[config.mk]
export PLATFORM = sky130hd
export DESIGN_NAME = leaf_node
export DESIGN_NICKNAME = d
export VERILOG_FILES = /design/src/noc_pkg.sv /design/src/spine_fifo.sv /design/src/downlink_arbiter.sv /design/src/uplink_steer.sv /design/src/leaf_router.sv /design/src/node_ni.sv /design/src/leaf_node.sv
export SDC_FILE = /design/constraint.sdc
export NUM_CORES = 1
export LEC_CHECK = 0
export BUFFER_PORTS_ARGS = -buffer_cell sky130_fd_sc_hd__buf_2
export CAP_MARGIN = 30
export CORE_AREA = 2 2 259 261
export CTS_BUF_LIST = sky130_fd_sc_hd__clkbuf_16
export DETAILED_ROUTE_END_ITERATION = 16
export DIE_AREA = 0 0 261 263
export GPL_TIMING_DRIVEN = 0
export RECOVER_POWER = 50
export REMOVE_ABC_BUFFERS = 1
export SYNTH_ARGS = -nofsm -noshare
export SYNTH_HDL_FRONTEND = slang
export SYNTH_HIERARCHICAL = 1
export SYNTH_SLANG_ARGS = --single-unit
[constraint.sdc]
create_clock -name ACLK -period 5.46 [get_ports ACLK]
set_clock_uncertainty 0.05 [all_clocks]
set_input_delay 1.092 -clock ACLK [delete_from_list [all_inputs] [get_ports ACLK]]
set_output_delay 1.092 -clock ACLK [all_outputs]
set_load 0.005 [all_outputs]
[src/noc_pkg.sv]
package noc_pkg;

  // Flit layout
  localparam int FLIT_W    = 16;
  localparam int DEST_W    = 6;
  localparam int PAYLOAD_W = 10;
  localparam int SPINE_W   = 2;
  localparam int COUNT_W   = 16;

  // Port list is built for exactly four spines
  localparam int NUM_SPINES = 4;

  typedef logic [FLIT_W-1:0]    flit_t;
  typedef logic [DEST_W-1:0]    node_addr_t;  // Group in [5:2], spine index in [1:0]
  typedef logic [PAYLOAD_W-1:0] payload_t;
  typedef logic [COUNT_W-1:0]   count_t;      // Wraps around
  typedef logic [SPINE_W-1:0]   spine_idx_t;

  // Destination sits in the top bits of the flit
  function automatic node_addr_t flit_dest(input flit_t f);
    return f[FLIT_W-1 -: DEST_W];
  endfunction

  function automatic payload_t flit_payload(input flit_t f);
    return f[PAYLOAD_W-1:0];
  endfunction

  function automatic flit_t make_flit(input node_addr_t dest, input payload_t payload);
    return {dest, payload};
  endfunction

  // Spine chosen by the low destination bits
  function automatic spine_idx_t dest_spine(input node_addr_t dest);
    return dest[SPINE_W-1:0];
  endfunction

endpackage

[src/spine_fifo.sv]
`timescale 1ns/10ps
module spine_fifo #(
  parameter int FIFO_DEPTH = 4
) (
  input  logic           ACLK,
  input  logic           rst,
  input  logic           wr_en,
  input  noc_pkg::flit_t wr_flit,
  input  logic           rd_en,
  output noc_pkg::flit_t rd_flit,
  output logic           full,
  output logic           empty
);
  import noc_pkg::*;

  localparam int PTR_W = (FIFO_DEPTH > 1) ? $clog2(FIFO_DEPTH) : 1;
  localparam int CNT_W = $clog2(FIFO_DEPTH + 1);

  flit_t            mem [FIFO_DEPTH];
  logic [PTR_W-1:0] wr_ptr;
  logic [PTR_W-1:0] rd_ptr;
  logic [CNT_W-1:0] count;
  logic             do_wr;
  logic             do_rd;

  assign full  = (count == CNT_W'(FIFO_DEPTH));
  assign empty = (count == '0);
  assign do_wr = wr_en && !full;  // Write while full is lost here
  assign do_rd = rd_en && !empty;

  assign rd_flit = mem[rd_ptr];   // Head is visible without a read strobe

  always_ff @(posedge ACLK) begin
    if (do_wr) mem[wr_ptr] <= wr_flit;
  end

  always_ff @(posedge ACLK) begin
    if (rst) begin
      wr_ptr <= '0;
      rd_ptr <= '0;
      count  <= '0;
    end else begin
      if (do_wr) wr_ptr <= (wr_ptr == PTR_W'(FIFO_DEPTH - 1)) ? '0 : wr_ptr + PTR_W'(1);
      if (do_rd) rd_ptr <= (rd_ptr == PTR_W'(FIFO_DEPTH - 1)) ? '0 : rd_ptr + PTR_W'(1);
      case ({do_wr, do_rd})
        2'b10:   count <= count + CNT_W'(1);
        2'b01:   count <= count - CNT_W'(1);
        default: count <= count;  // Both or neither
      endcase
    end
  end

endmodule

[src/downlink_arbiter.sv]
`timescale 1ns/10ps
module downlink_arbiter #(
  parameter noc_pkg::node_addr_t NODE_ADDR  = 6'b010011,
  parameter int                  FIFO_DEPTH = 4
) (
  input  logic                                         ACLK,
  input  logic                                         rst,
  input  noc_pkg::flit_t      [noc_pkg::NUM_SPINES-1:0] spine_data,
  input  logic                [noc_pkg::NUM_SPINES-1:0] spine_valid,
  input  noc_pkg::node_addr_t [noc_pkg::NUM_SPINES-1:0] spine_dest,
  output noc_pkg::flit_t                               down_flit,
  output logic                                         down_valid,
  output noc_pkg::spine_idx_t                          down_spine,
  output logic [2:0]                                   drop_num
);
  import noc_pkg::*;

  logic  [NUM_SPINES-1:0] addr_hit;
  logic  [NUM_SPINES-1:0] wr_en;
  logic  [NUM_SPINES-1:0] drop_vec;
  logic  [NUM_SPINES-1:0] pop_en;
  logic  [NUM_SPINES-1:0] fifo_full;
  logic  [NUM_SPINES-1:0] fifo_empty;
  flit_t [NUM_SPINES-1:0] fifo_head;

  spine_idx_t rr_ptr;       // First spine to look at this cycle
  spine_idx_t cand;
  spine_idx_t grant_idx;
  logic       grant_found;

  for (genvar n = 0; n < NUM_SPINES; n++) begin : g_spine
    assign addr_hit[n] = (spine_dest[n] == NODE_ADDR);
    assign wr_en[n]    = spine_valid[n] && addr_hit[n] && !fifo_full[n];
    assign drop_vec[n] = spine_valid[n] && !wr_en[n];  // Wrong address or no room
    assign pop_en[n]   = grant_found && (grant_idx == spine_idx_t'(n));

    spine_fifo #(
      .FIFO_DEPTH(FIFO_DEPTH)
    ) i_spine_fifo (
      .ACLK    (ACLK),
      .rst     (rst),
      .wr_en   (wr_en[n]),
      .wr_flit (spine_data[n]),
      .rd_en   (pop_en[n]),
      .rd_flit (fifo_head[n]),
      .full    (fifo_full[n]),
      .empty   (fifo_empty[n])
    );
  end

  // Several spines can drop in the same cycle
  always_comb begin
    drop_num = '0;
    for (int n = 0; n < NUM_SPINES; n++) begin
      drop_num = drop_num + 3'(drop_vec[n]);
    end
  end

  // Round-robin search starting at rr_ptr
  always_comb begin
    grant_found = 1'b0;
    grant_idx   = rr_ptr;
    cand        = rr_ptr;
    for (int i = 0; i < NUM_SPINES; i++) begin
      cand = rr_ptr + spine_idx_t'(i);  // Wraps at four
      if (!grant_found && !fifo_empty[cand]) begin
        grant_found = 1'b1;
        grant_idx   = cand;
      end
    end
  end

  always_ff @(posedge ACLK) begin
    if (rst) begin
      down_valid <= 1'b0;
      rr_ptr     <= '0;
    end else begin
      down_valid <= grant_found;
      if (grant_found) rr_ptr <= grant_idx + spine_idx_t'(1);  // Next search after winner
    end
  end

  always_ff @(posedge ACLK) begin
    if (grant_found) begin
      down_flit  <= fifo_head[grant_idx];
      down_spine <= grant_idx;
    end
  end

endmodule

[src/uplink_steer.sv]
`timescale 1ns/10ps
module uplink_steer (
  input  logic                                    ACLK,
  input  logic                                    rst,
  input  noc_pkg::flit_t                          up_flit,
  input  logic                                    up_valid,
  output noc_pkg::flit_t [noc_pkg::NUM_SPINES-1:0] spine_out_data,
  output logic           [noc_pkg::NUM_SPINES-1:0] spine_out_valid
);
  import noc_pkg::*;

  spine_idx_t            sel_idx;
  logic [NUM_SPINES-1:0] sel_onehot;

  assign sel_idx = dest_spine(flit_dest(up_flit));

  always_comb begin
    sel_onehot = '0;
    if (up_valid) sel_onehot[sel_idx] = 1'b1;
  end

  always_ff @(posedge ACLK) begin
    if (rst) begin
      spine_out_valid <= '0;
    end else begin
      spine_out_valid <= sel_onehot;  // Other spines stay quiet
    end
  end

  // Only the chosen spine loads the new flit
  for (genvar n = 0; n < NUM_SPINES; n++) begin : g_out
    always_ff @(posedge ACLK) begin
      if (sel_onehot[n]) spine_out_data[n] <= up_flit;
    end
  end

endmodule

[src/leaf_router.sv]
`timescale 1ns/10ps
module leaf_router #(
  parameter noc_pkg::node_addr_t NODE_ADDR  = 6'b010011,
  parameter int                  FIFO_DEPTH = 4
) (
  input  logic                ACLK,
  input  logic                rst,
  input  noc_pkg::flit_t      spine0_in_data,
  input  logic                spine0_in_valid,
  input  noc_pkg::node_addr_t spine0_dest_addr,
  output noc_pkg::flit_t      spine0_out_data,
  output logic                spine0_out_valid,
  input  noc_pkg::flit_t      spine1_in_data,
  input  logic                spine1_in_valid,
  input  noc_pkg::node_addr_t spine1_dest_addr,
  output noc_pkg::flit_t      spine1_out_data,
  output logic                spine1_out_valid,
  input  noc_pkg::flit_t      spine2_in_data,
  input  logic                spine2_in_valid,
  input  noc_pkg::node_addr_t spine2_dest_addr,
  output noc_pkg::flit_t      spine2_out_data,
  output logic                spine2_out_valid,
  input  noc_pkg::flit_t      spine3_in_data,
  input  logic                spine3_in_valid,
  input  noc_pkg::node_addr_t spine3_dest_addr,
  output noc_pkg::flit_t      spine3_out_data,
  output logic                spine3_out_valid,
  input  noc_pkg::flit_t      up_flit,
  input  logic                up_valid,
  output noc_pkg::flit_t      down_flit,
  output logic                down_valid,
  output noc_pkg::spine_idx_t down_spine,
  output noc_pkg::count_t     drop_count
);
  import noc_pkg::*;

  flit_t      [NUM_SPINES-1:0] in_data;
  logic       [NUM_SPINES-1:0] in_valid;
  node_addr_t [NUM_SPINES-1:0] in_dest;
  flit_t      [NUM_SPINES-1:0] out_data;
  logic       [NUM_SPINES-1:0] out_valid;
  logic [2:0]                  drop_num;

  // Spine 0 lands in element 0
  assign in_data  = {spine3_in_data, spine2_in_data, spine1_in_data, spine0_in_data};
  assign in_valid = {spine3_in_valid, spine2_in_valid, spine1_in_valid, spine0_in_valid};
  assign in_dest  = {spine3_dest_addr, spine2_dest_addr, spine1_dest_addr, spine0_dest_addr};

  assign {spine3_out_data, spine2_out_data, spine1_out_data, spine0_out_data} = out_data;
  assign {spine3_out_valid, spine2_out_valid, spine1_out_valid, spine0_out_valid} = out_valid;

  uplink_steer i_uplink_steer (
    .ACLK            (ACLK),
    .rst             (rst),
    .up_flit         (up_flit),
    .up_valid        (up_valid),
    .spine_out_data  (out_data),
    .spine_out_valid (out_valid)
  );

  downlink_arbiter #(
    .NODE_ADDR  (NODE_ADDR),
    .FIFO_DEPTH (FIFO_DEPTH)
  ) i_downlink_arbiter (
    .ACLK        (ACLK),
    .rst         (rst),
    .spine_data  (in_data),
    .spine_valid (in_valid),
    .spine_dest  (in_dest),
    .down_flit   (down_flit),
    .down_valid  (down_valid),
    .down_spine  (down_spine),
    .drop_num    (drop_num)
  );

  always_ff @(posedge ACLK) begin
    if (rst) begin
      drop_count <= '0;
    end else begin
      drop_count <= drop_count + count_t'(drop_num);  // Up to four per cycle
    end
  end

endmodule

[src/node_ni.sv]
`timescale 1ns/10ps
module node_ni (
  input  logic                ACLK,
  input  logic                rst,
  input  logic                tx_valid,
  input  noc_pkg::node_addr_t tx_dest,
  input  noc_pkg::payload_t   tx_payload,
  output noc_pkg::flit_t      up_flit,
  output logic                up_valid,
  input  noc_pkg::flit_t      down_flit,
  input  logic                down_valid,
  input  noc_pkg::spine_idx_t down_spine,
  output logic                rx_valid,
  output noc_pkg::payload_t   rx_payload,
  output noc_pkg::spine_idx_t rx_src_spine,
  output noc_pkg::count_t     tx_count,
  output noc_pkg::count_t     rx_count
);
  import noc_pkg::*;

  // Strobes and counters
  always_ff @(posedge ACLK) begin
    if (rst) begin
      up_valid <= 1'b0;
      rx_valid <= 1'b0;
      tx_count <= '0;
      rx_count <= '0;
    end else begin
      up_valid <= tx_valid;
      rx_valid <= down_valid;
      if (tx_valid)   tx_count <= tx_count + count_t'(1);
      if (down_valid) rx_count <= rx_count + count_t'(1);
    end
  end

  // Pack the send side
  always_ff @(posedge ACLK) begin
    if (tx_valid) up_flit <= make_flit(tx_dest, tx_payload);
  end

  // Header is dropped, source spine kept
  always_ff @(posedge ACLK) begin
    if (down_valid) begin
      rx_payload   <= flit_payload(down_flit);
      rx_src_spine <= down_spine;
    end
  end

endmodule

[src/leaf_node.sv]
`timescale 1ns/10ps
module leaf_node #(
  parameter noc_pkg::node_addr_t NODE_ADDR  = 6'b010011,
  parameter int                  FIFO_DEPTH = 4
) (
  input  logic                ACLK,
  input  logic                rst,
  // Local endpoint
  input  logic                tx_valid,
  input  noc_pkg::node_addr_t tx_dest,
  input  noc_pkg::payload_t   tx_payload,
  output logic                rx_valid,
  output noc_pkg::payload_t   rx_payload,
  output noc_pkg::spine_idx_t rx_src_spine,
  // Spine links
  output noc_pkg::flit_t      spine0_out_data,
  output logic                spine0_out_valid,
  input  noc_pkg::flit_t      spine0_in_data,
  input  logic                spine0_in_valid,
  input  noc_pkg::node_addr_t spine0_dest_addr,
  output noc_pkg::flit_t      spine1_out_data,
  output logic                spine1_out_valid,
  input  noc_pkg::flit_t      spine1_in_data,
  input  logic                spine1_in_valid,
  input  noc_pkg::node_addr_t spine1_dest_addr,
  output noc_pkg::flit_t      spine2_out_data,
  output logic                spine2_out_valid,
  input  noc_pkg::flit_t      spine2_in_data,
  input  logic                spine2_in_valid,
  input  noc_pkg::node_addr_t spine2_dest_addr,
  output noc_pkg::flit_t      spine3_out_data,
  output logic                spine3_out_valid,
  input  noc_pkg::flit_t      spine3_in_data,
  input  logic                spine3_in_valid,
  input  noc_pkg::node_addr_t spine3_dest_addr,
  // Statistics
  output noc_pkg::count_t     tx_count,
  output noc_pkg::count_t     rx_count,
  output noc_pkg::count_t     drop_count
);
  import noc_pkg::*;

  flit_t      up_flit;
  logic       up_valid;
  flit_t      down_flit;
  logic       down_valid;
  spine_idx_t down_spine;

  node_ni i_node_ni (
    .ACLK         (ACLK),
    .rst          (rst),
    .tx_valid     (tx_valid),
    .tx_dest      (tx_dest),
    .tx_payload   (tx_payload),
    .up_flit      (up_flit),
    .up_valid     (up_valid),
    .down_flit    (down_flit),
    .down_valid   (down_valid),
    .down_spine   (down_spine),
    .rx_valid     (rx_valid),
    .rx_payload   (rx_payload),
    .rx_src_spine (rx_src_spine),
    .tx_count     (tx_count),
    .rx_count     (rx_count)
  );

  leaf_router #(
    .NODE_ADDR  (NODE_ADDR),
    .FIFO_DEPTH (FIFO_DEPTH)
  ) i_leaf_router (
    .ACLK             (ACLK),
    .rst              (rst),
    .spine0_in_data   (spine0_in_data),
    .spine0_in_valid  (spine0_in_valid),
    .spine0_dest_addr (spine0_dest_addr),
    .spine0_out_data  (spine0_out_data),
    .spine0_out_valid (spine0_out_valid),
    .spine1_in_data   (spine1_in_data),
    .spine1_in_valid  (spine1_in_valid),
    .spine1_dest_addr (spine1_dest_addr),
    .spine1_out_data  (spine1_out_data),
    .spine1_out_valid (spine1_out_valid),
    .spine2_in_data   (spine2_in_data),
    .spine2_in_valid  (spine2_in_valid),
    .spine2_dest_addr (spine2_dest_addr),
    .spine2_out_data  (spine2_out_data),
    .spine2_out_valid (spine2_out_valid),
    .spine3_in_data   (spine3_in_data),
    .spine3_in_valid  (spine3_in_valid),
    .spine3_dest_addr (spine3_dest_addr),
    .spine3_out_data  (spine3_out_data),
    .spine3_out_valid (spine3_out_valid),
    .up_flit          (up_flit),
    .up_valid         (up_valid),
    .down_flit        (down_flit),
    .down_valid       (down_valid),
    .down_spine       (down_spine),
    .drop_count       (drop_count)
  );

endmodule

==> impl_table.tex, run 1 <==
\begin{tabular}{lr}
\hline
Metric & Value \\
\hline
\multicolumn{2}{l}{\textbf{Status}} \\
Run status & complete, but fails checks \\
Violated checks & max-capacitance violations, max-slew violations \\
\multicolumn{2}{l}{\textbf{GRT}} \\
Via count of the first global-routing pass & 8,365 \\
GRT Residual Overflow & 0 \\
Wire length of the first global-routing pass & roughly 50 mm \\
GRT Util Overall & 9.566\% \\
Initial antenna violation count & 6 \\
Pin count of the biggest net entering global routing & 58 \\
\multicolumn{2}{l}{\textbf{Pwr}} \\
Maximum resistive drop on vdd & 0.2313 mV \\
Total leakage power & 6.165 nW \\
Power Density & 324.5 mW/mm2 \\
\multicolumn{2}{l}{\textbf{Timing}} \\
Count of pins over their slew limit & 69 \\
WHS & 0.3708 ns \\
Setup repair after global routing missed its margin & no \\
Slew at the pin closest to its max-slew limit & 2.196 ns \\
Aggregate negative setup slack & 0 ns \\
Final Cycle Share & around four fifths \\
Highest clock rate & 229.6 MHz \\
Rel. slew slack & -46.40\% \\
Final hold violations & 0 \\
Final WS setup & 1.104 ns \\
Shortest period the worst path allows & between 4 and 5 ns \\
Setup violators final & 0 \\
\multicolumn{2}{l}{\textbf{Critical path}} \\
Kind of capture point of the worst setup path & flop \\
Worst reg-to-reg setup slack & 1.10 ns \\
Peak fanout along the critical path & 15 \\
Crit path arrival time & 4.79 ns \\
CP Launch Type & flop \\
Type of the setup path with the least slack & reg2reg \\
Required time worst endpoint & between 5 and 6 ns \\
FF-to-FF path depth & 14 \\
\multicolumn{2}{l}{\textbf{Cells and area}} \\
Share of post-route cells with drive strength above 1 & 27.45\% \\
Most frequent standard cell in the layout excluding fill and tap cells & edfxtp\_1 \\
Most frequent cells in the layout & edfxtp\_1 (264), buf\_2 (170), dfxtp\_1 (93) \\
Final Net Count & 1,303 \\
Layout overhead on the synthesized area & 21.37\% \\
\multicolumn{2}{l}{\textbf{Drt}} \\
First drt pass iteration count & 5 \\
WL final & between 30 and 40 mm \\
Antenna violation net count after detailed routing & 0 \\
Total number of vias & 8,467 \\
Via/cell ratio & 4.130 \\
Routed length per placed instance & around 16 um \\
Total DRC errors in the routed layout & 0 \\
Number of violations reported at the end of detailed-routing iteration 0 & 504 \\
\multicolumn{2}{l}{\textbf{Die}} \\
Die Footprint & 0.06864 mm2 \\
Area of the core region & between 0.06 and 0.07 mm2 \\
Count of standard-cell rows & between 90 and 100 \\
Floorplan die width & 261 um \\
Die span in y & 263 um \\
Starting density of the core & $\sim$22\% \\
\# IOs & 240 \\
\multicolumn{2}{l}{\textbf{CTS}} \\
Number of gates given a new drive strength after cts & 0 \\
Maximum clock path buffer count & 3 \\
Postcts setup bufs & 0 \\
Root Buffer & clkbuf\_16 \\
Total of hold buffers inserted after clock tree synthesis & 0 \\
Num CTS Buffers & 41 \\
H-Tree Level Count & 2 \\
Clock Pin Slew Worst Setup and Hold Paths & $\sim$0.060 ns \\
CTS tree & built \\
Clock sink count & 357 \\
Clock latency reported for the late side of the worst-skew pair & 0.56 ns \\
\multicolumn{2}{l}{\textbf{Synthesis}} \\
Number of warnings printed during yosys synthesis & 6 \\
Cell Area, Synth & 0.01444 mm2 \\
Syn Inst Count & 941 \\
Average footprint of a synthesized cell & 15.35 um2 \\
\multicolumn{2}{l}{\textbf{Placement}} \\
Post-Place Setup Slack & 0.8554 ns \\
Number of buffers inserted by port buffering & 215 \\
Routability-driven placement congestion ratio & 0.7993 \\
Placed wire-length estimate after detailed placement & roughly 24 mm \\
\multicolumn{2}{l}{\textbf{Worst hold path}} \\
HP Class & reg2reg \\
\multicolumn{2}{l}{\textbf{Job}} \\
Number of max-cap violations & 2 \\
\hline
\end{tabular}
## critical path, cell delays in order, from the launching register on
cell and delay [ns]:
dfxtp_1 0.35, nor3_1 0.69, nor2b_1 0.13, o21ai_2 0.41
and3_1 0.69, ha_1 0.26, and2_1 0.14, o31ai_1 0.14
inv_1 0.09, ha_1 0.18, inv_1 0.06, fa_1 0.38
xor2_1 0.16, or3_2 0.41, a21oi_1 0.14
## routing by layer
layer / up-vias / global-route usage [%] / part of all wire, %
met5: - / 0 / 0.11
met4: 6 / 2.672 / 2.0
met3: 46 / 3.081 / 6.7
met2: 199 / 16.26 / 50
met1: 4248 / 11.54 / 41
li1: 3968 / - / -
## per-stage QoR
step                utilization (%)  cells  power, W  cell area [um2]
floorplan                         -    889  0.003138            14150
global placement              24.85   1968  0.003267            16310
detailed placement            24.94   1971  0.003281            16370
CTS                           26.81   2047  0.005812            17590
global route                  26.70   2048  0.005938            17520
finish                        26.71   2050  0.005688            17530
## flip-flops by register name, indices dropped and copies added, names as in the netlist, 12 cells and up, named ones only
name                                                         count
i_leaf_router/drop_count                                        16
i_leaf_router/i_downlink_arbiter/g_spine.i_spine_fifo/mem      160
i_node_ni/tx_count                                              16
i_node_ni/rx_count                                              16
i_node_ni/up_flit                                               16
i_leaf_router/i_downlink_arbiter/g_spine.i_spine_fifo/count     12
i_leaf_router/i_uplink_steer/spine_out_data                     64
## layout make-up
| cell class | instances | area (um2) |
|---|---|---|
| Sequential cell | 357 | 9789 |
| Clock buffer | 41 | 1026 |
| Tap cell | 864 | 1081 |
| Inverter | 42 | 157.7 |
| Clock inverter | 35 | 200.2 |
| Antenna cell | 2 | 5.005 |
| Timing Repair Buffer | 219 | 1070 |
| Multi-Input combinational cell | 490 | 4199 |
| Fill cell | 6733 | 48100 |
## worst min-delay path by stage
stage,start,end,slack (ns),depth (start not counted)
floorplan,i_leaf_router/i_downlink_arbiter/down_flit[0],i_node_ni/rx_payload[0],0.35,0
global placement,i_leaf_router/i_downlink_arbiter/down_flit[8],i_node_ni/rx_payload[8],0.36,0
detailed placement,i_leaf_router/i_downlink_arbiter/down_flit[7],i_node_ni/rx_payload[7],0.36,0
CTS,i_leaf_router/i_downlink_arbiter/down_flit[8],i_node_ni/rx_payload[8],0.37,0
global route,i_leaf_router/i_downlink_arbiter/down_flit[4],i_node_ni/rx_payload[4],0.38,0
finish,i_leaf_router/i_downlink_arbiter/down_flit[4],i_node_ni/rx_payload[4],0.37,0
## where the power goes
part,switching (W),leakage (nW),internal [W]
logic,0.000127,2.39,0.0000863
clock network,0.00109,0.636,0.00138
registers,0.0000346,3.14,0.00296
Power figures use the tool's default switching activity.
==> run 2, diff against run 1 <==
Clock period 5.46 ns to 3.8 ns, I/O delays scaled along.
==> run 2 against run 1 <==
Net effect:
- the flow still finishes with violations (max-capacitance violations, max-slew violations)
- count of clock-buffer cells in the layout unchanged
- register-to-register slack worse by 0.89 ns
- global-route usage hardly changed
- first-iteration DRC count is 4.6% higher
- critical path depth fell by 1
- combinational power grew 63%
- sequential share of layout area down 0.60 points
- non-clock buffer count increased by 2
- sequential power rose by 44%
- critical path type unchanged
- design area rose by 1.1%
- worst setup slack worse by 0.89 ns
- utilization rose by 0.29 points
==> impl_table.tex, run 2 (synthesis gave the netlist of run 1 again) <==
\begin{tabular}{lr}
\hline
Metric & Value \\
\hline
\multicolumn{2}{l}{\textbf{Status}} \\
Run status & complete, but fails checks \\
Violated checks & max-capacitance violations, max-slew violations \\
\multicolumn{2}{l}{\textbf{Cells and area}} \\
Final Net Count & between 1,000 and 1,500 \\
Post-route cell area & roughly 0.018 mm2 \\
Most frequent standard cell in the layout excluding fill and tap cells & edfxtp\_1 \\
Leading registers by flop count & i\_leaf\_router/i\_downlink\_arbiter/g\_spine.i\_spine\_fifo/mem: 160 flops, i\_leaf\_router/i\_uplink\_steer/spine\_out\_data: 64 flops \\
Most flops, register & i\_leaf\_router/i\_downlink\_arbiter/g\_spine.i\_spine\_fifo/mem \\
Layout overhead on the synthesized area & 22.71\% \\
Total area of multi-input combinational cells & about 0.0044 mm2 \\
Share of post-route cells with drive strength above 1 & 29.32\% \\
Fillers & about 6,700 \\
Max FFs per register & 160 \\
Flip-flop and latch area & 0.009791 mm2 \\
Most frequent cells in the layout & edfxtp\_1 (264), buf\_2 (170), dfxtp\_1 (92) \\
\multicolumn{2}{l}{\textbf{Pwr}} \\
Maximum resistive drop on vdd & between 0.3 and 0.4 mV \\
Portion of total power attributed to the clock network & 43.3\% \\
Part of the power in combinational logic & 4.2\% \\
Total leakage power & roughly 6.2 nW \\
Power Density & between 400 and 500 mW/mm2 \\
Pint & 0.006392 W \\
Flop pwr share & 52.4\% \\
Switching power & 0.001830 W \\
Sw frac & 22.26\% \\
\multicolumn{2}{l}{\textbf{GRT}} \\
Pin count of the biggest net entering global routing & 58 \\
GRT Util Overall & 9.595\% \\
Wire length of the first global-routing pass & $\sim$50 mm \\
Initial antenna violation count & 6 \\
GRT Residual Overflow & 0 \\
Via count of the first global-routing pass & between 8,000 and 9,000 \\
\multicolumn{2}{l}{\textbf{Drt}} \\
Total DRC errors in the routed layout & 0 \\
Number of violations reported at the end of detailed-routing iteration 0 & 527 \\
First drt pass iteration count & 6 \\
Via/cell ratio & 4.132 \\
WL final & 34.10 mm \\
Antenna violation net count after detailed routing & 0 \\
Total number of vias & approximately 8,500 \\
Routed length per placed instance & 16.61 um \\
\multicolumn{2}{l}{\textbf{Die}} \\
Area of the core region & 0.06563 mm2 \\
Die Footprint & 0.06864 mm2 \\
Starting density of the core & between 20 and 25\% \\
Count of standard-cell rows & 94 \\
\# IOs & 240 \\
Floorplan die width & 261 um \\
Die span in y & roughly 260 um \\
\multicolumn{2}{l}{\textbf{Critical path}} \\
Kind of capture point of the worst setup path & flop \\
CP Launch Type & flop \\
Peak fanout along the critical path & 9 \\
Type of the setup path with the least slack & reg2reg \\
Required time worst endpoint & between 4 and 5 ns \\
Crit path arrival time & about 4.0 ns \\
\multicolumn{2}{l}{\textbf{Timing}} \\
WHS & 0.3369 ns \\
Count of pins over their slew limit & 28 \\
Rel. slew slack & -2.877\% \\
Highest clock rate & 278.9 MHz \\
Final Cycle Share & 94.37\% \\
Setup repair after global routing missed its margin & yes \\
Shortest period the worst path allows & 3.586 ns \\
Final hold violations & 0 \\
Slew at the pin closest to its max-slew limit & 1.543 ns \\
Setup violators final & 0 \\
\multicolumn{2}{l}{\textbf{Job}} \\
Number of max-cap violations & 1 \\
\multicolumn{2}{l}{\textbf{CTS}} \\
Clock sink count & 357 \\
Num CTS Buffers & 41 \\
Clock Pin Slew Worst Setup and Hold Paths & 0.06 ns \\
Clock latency reported for the late side of the worst-skew pair & 0.55 ns \\
Root Buffer & clkbuf\_16 \\
H-Tree Level Count & 2 \\
Total of hold buffers inserted after clock tree synthesis & 0 \\
CTS tree & built \\
Maximum clock path buffer count & 3 \\
\multicolumn{2}{l}{\textbf{Worst hold path}} \\
HP Class & in2reg \\
\multicolumn{2}{l}{\textbf{Placement}} \\
Number of buffers inserted by port buffering & 215 \\
Area after detailed placement & 0.01637 mm2 \\
Routability-driven placement congestion ratio & between 0.7 and 0.8 \\
Placed wire-length estimate after detailed placement & about 24 mm \\
\hline
\end{tabular}
## run 2: worst paths after layout
check / slack [ns] / startpoint / cells past startpoint / endpoint
setup reg to reg: 0.21 / flop / 13 / i_leaf_router/drop_count[15]
hold / removal: 0.34 / tx_dest[1] / 1 / i_node_ni/up_flit[11]
hold reg to reg: 0.37 / i_leaf_router/i_downlink_arbiter/down_flit[4] / 0 / i_node_ni/rx_payload[4]
setup / recovery: 0.21 / flop / 13 / i_leaf_router/drop_count[15]
## run 2: worst max-delay path, cell delays in order (launching register included)
cell and delay, ns:
dfxtp_1 0.36, or3b_4 0.47, inv_1 0.09, nor4b_1 0.06
a21bo_2 0.24, fa_1 0.55, inv_1 0.05, ha_1 0.19
ha_1 0.32, ha_1 0.33, nand3_4 0.15, a21oi_2 0.20
nand3_1 0.13, mux2_2 0.28
## run 2: cell type report
cell class	count	area share, %
Sequential cell	357	55.25
Multi-Input combinational cell	491	24.56
Timing Repair Buffer	221	6.256
Tap cell	864	6.100
Clock buffer	41	5.790
Clock inverter	35	1.130
Inverter	42	0.8896
Antenna cell	2	0.02824
## run 2: timing repair
item / 4_1_cts / 5_1_grt
setup buffers: 1 / 1
setup endpoints to repair: 19 / 17
pin swaps: 1 / 3
resized for setup: 12 / 17
gates cloned: 0 / 1
## run 2: stage by stage
step           util [%]  setup TNS, ns  setup WS, ns  total power [W]  instances
2_1_floorplan         -              0        0.1625         0.004508        889
3_3_place_gp      24.85         -5.147       -0.4756         0.004694       1968
3_5_place_dp      24.94         -4.800       -0.4801         0.004715       1971
4_1_cts           26.90              0       0.01372         0.008383       2048
5_1_grt           26.99       -0.02911      -0.02391         0.008579       2051
6_report          27.00              0        0.2139         0.008222       2053
## run 2: per-layer routing
metal	vias to the layer above	global-route usage (%)	wire, um
li1	3973	-	-
met1	4261	11.52	13950
met2	198	16.39	17070
met3	44	3.081	2380
met4	6	2.672	656
met5	-	0	37
## run 2: power groups by stage
stage	Sequential, W	Combinational, W	Clock (W)
2_1_floorplan	0.00439	0.000122	0
3_3_place_gp	0.00439	0.000308	0
3_5_place_dp	0.00439	0.000322	0
4_1_cts	0.00431	0.000355	0.00372
5_1_grt	0.00432	0.000391	0.00387
6_report	0.00431	0.000348	0.00356
==> run 3, diff against run 2 <==
Settings changed: ABC_AREA from default to 1, CORE_AREA 2 2 259 261 to 2 2 263 265, DIE_AREA 0 0 261 263 to 0 0 265 267, REMOVE_ABC_BUFFERS 1 to default.
==> run 3 against run 2 <==
Net effect:
- the flow finishes with violations (max-capacitance violations)
- register-to-register slack better by 0.04 ns
- synthesized cell count is 49% higher
- sequential power is 7.4% higher
- die area is 3.1% higher
- combinational power grew to 4.8 times the previous value
- largest power group unchanged
- area after synthesis is 3.8% higher
- sequential cell count stayed put
==> impl_table.tex, run 3 <==
\begin{tabular}{lr}
\hline
Metric & Value \\
\hline
\multicolumn{2}{l}{\textbf{Status}} \\
Run status & complete, but fails checks \\
Violated checks & max-capacitance violations \\
\multicolumn{2}{l}{\textbf{Critical path}} \\
Type of the setup path with the least slack & reg2reg \\
Number of buffers and inverters on the critical path & 9 \\
Highest-delay cell along the critical path & fa\_1 \\
Delay of the slowest critical-path stage & 0.39 ns \\
Peak fanout along the critical path & 10 \\
Crit path arrival time & 3.97 ns \\
CP Launch Type & flop \\
Cell family with most CP delay & simple AND/OR/NAND/NOR gates \\
Most used cell, CP & inv\_1 \\
Required time worst endpoint & 4.22 ns \\
Kind of capture point of the worst setup path & flop \\
\multicolumn{2}{l}{\textbf{Drt}} \\
First drt pass iteration count & 5 \\
Routed length per placed instance & approximately 15 um \\
Antenna violation net count after detailed routing & 0 \\
Total number of vias & 10,890 \\
WL final & 39.51 mm \\
Number of violations reported at the end of detailed-routing iteration 0 & 696 \\
Via/cell ratio & approximately 4.2 \\
Total DRC errors in the routed layout & 0 \\
\multicolumn{2}{l}{\textbf{Die}} \\
Floorplan die width & 265 um \\
Starting density of the core & 22.04\% \\
Die Footprint & roughly 0.071 mm2 \\
Die span in y & 267 um \\
Area of the core region & 0.06799 mm2 \\
\# IOs & 240 \\
Count of standard-cell rows & 96 \\
\multicolumn{2}{l}{\textbf{GRT}} \\
Pin count of the biggest net entering global routing & 21 \\
GRT Util Overall & 10.73\% \\
GRT Residual Overflow & 0 \\
Initial antenna violation count & 7 \\
Via count of the first global-routing pass & 10,550 \\
Wire length of the first global-routing pass & about 59 mm \\
\multicolumn{2}{l}{\textbf{CTS}} \\
Num CTS Buffers & 43 \\
Root Buffer & clkbuf\_16 \\
H-Tree Level Count & 2 \\
Clock sink count & 357 \\
Maximum clock path buffer count & 3 \\
CTS tree & built \\
Clock latency reported for the late side of the worst-skew pair & between 0.5 and 0.6 ns \\
Total of hold buffers inserted after clock tree synthesis & 0 \\
Clock Pin Slew Worst Setup and Hold Paths & 0.06 ns \\
\multicolumn{2}{l}{\textbf{Timing}} \\
Setup violators final & 0 \\
Shortest period the worst path allows & 3.542 ns \\
Count of pins over their slew limit & 0 \\
Rel. slew slack & 0.3375\% \\
Final Cycle Share & 93.21\% \\
Final WS setup & 0.2580 ns \\
Aggregate negative setup slack & 0 ns \\
Slew at the pin closest to its max-slew limit & 1.495 ns \\
Highest clock rate & 282.3 MHz \\
Final hold violations & 0 \\
WHS & $\sim$0.32 ns \\
\multicolumn{2}{l}{\textbf{Cells and area}} \\
Max FFs per register & between 150 and 200 \\
Most frequent standard cell in the layout excluding fill and tap cells & edfxtp\_1 \\
Fillers & 7,087 \\
Final Net Count & 1,830 \\
Most frequent cells in the layout & edfxtp\_1 (264), nand2\_1 (245), nor2\_1 (213) \\
Total area of multi-input combinational cells & 0.004359 mm2 \\
Most flops, register & i\_leaf\_router/i\_downlink\_arbiter/g\_spine.i\_spine\_fifo/mem \\
Share of post-route cells with drive strength above 1 & between 20\% and 30\% \\
Antenna diode count & 0 \\
Layout overhead on the synthesized area & 24.20\% \\
Leading registers by flop count & i\_leaf\_router/i\_downlink\_arbiter/g\_spine.i\_spine\_fifo/mem: 160 flops, i\_leaf\_router/i\_uplink\_steer/spine\_out\_data: 64 flops \\
Flip-flop and latch area & 0.009789 mm2 \\
\multicolumn{2}{l}{\textbf{Synthesis}} \\
Number of warnings printed during yosys synthesis & 6 \\
Syn Inst Count & 1,404 \\
Cell Area, Synth & 0.01499 mm2 \\
Number of nets in the synthesized netlist & 1,556 \\
Average footprint of a synthesized cell & 10.67 um2 \\
\multicolumn{2}{l}{\textbf{Job}} \\
Number of max-cap violations & 1 \\
\multicolumn{2}{l}{\textbf{Pwr}} \\
Maximum resistive drop on vdd & 0.2598 mV \\
Total leakage power & 7.297 nW \\
Power Density & 549.0 mW/mm2 \\
\multicolumn{2}{l}{\textbf{Placement}} \\
Placed wire-length estimate after detailed placement & 28.78 mm \\
Routability-driven placement congestion ratio & 0.8473 \\
Number of buffers inserted by port buffering & 215 \\
Post-Place Setup Slack & -0.1331 ns \\
\multicolumn{2}{l}{\textbf{Worst hold path}} \\
HP Class & in2reg \\
\hline
\end{tabular}
==> run 3: timing repair <==
action                                  CTS  global route
buffers inserted                          0             4
endpoints found under the setup margin    0            18
resized for setup                         0            20
==> run 3: power by group <==
part	switching [W]	leakage, nW	internal, W	total (W)
logic	0.00110	3.45	0.000565	0.00166
registers	0.000126	3.16	0.00450	0.00463
clock network	0.00170	0.691	0.00223	0.00393
==> run 3: final timing paths <==
| check | startpoint | to | slack (ns) | depth (start not counted) |
|---|---|---|---|---|
| hold / removal | tx_payload[8] | i_node_ni/up_flit[8] | 0.32 | 1 |
| hold reg to reg | i_leaf_router/i_downlink_arbiter/down_flit[8] | i_node_ni/rx_payload[8] | 0.36 | 0 |
| setup / recovery | flop | flop | 0.26 | 26 |
| setup reg to reg | flop | flop | 0.26 | 26 |
==> run 3: layout make-up <==
type,instances,share of cell area (%)
Buffer,52,1.721
Clock buffer,43,5.781
Clock inverter,37,1.539
Inverter,150,3.038
Multi-Input combinational cell,845,23.42
Sequential cell,357,52.59
Tap cell,882,5.929
Timing Repair Buffer,229,5.982
==> run 3: per-stage QoR <==
stage | util [%] | cells | instance area (um2) | power (W)
CTS | 27.38 | 2589 | 18610 | 0.01028
detailed placement | 25.37 | 2509 | 17250 | 0.006280
global route | 27.38 | 2595 | 18610 | 0.01069
floorplan | - | 1404 | 14990 | 0.005696
finish | 27.38 | 2595 | 18610 | 0.01022
global placement | 25.25 | 2501 | 17170 | 0.006228
==> run 3: worst reg2reg max path, cell delays in order (launching register included) <==
cell and delay, ns:
dfxtp_1 0.33, nor2_2 0.15, nand2_2 0.11, inv_2 0.12, inv_1 0.06, nand2_1 0.08
nand3_1 0.10, nand2_2 0.14, nand4_4 0.17, nand2_4 0.15, nand2_2 0.11, buf_6 0.16
inv_1 0.13, ha_1 0.17, inv_1 0.06, nor2_4 0.16, inv_1 0.07, nor2_2 0.12
ha_1 0.17, inv_1 0.06, fa_1 0.39, inv_1 0.08, nand2_1 0.08, nand3_1 0.09
nand2_1 0.06, inv_1 0.05, nor2_1 0.04
==> run 3: routing by layer <==
layer / track usage (%) / share of wire (%)
met5: 0 / 0.20
met3: 3.174 / 6.7
met4: 2.962 / 2.0
met2: 17.82 / 47
met1: 13.55 / 44
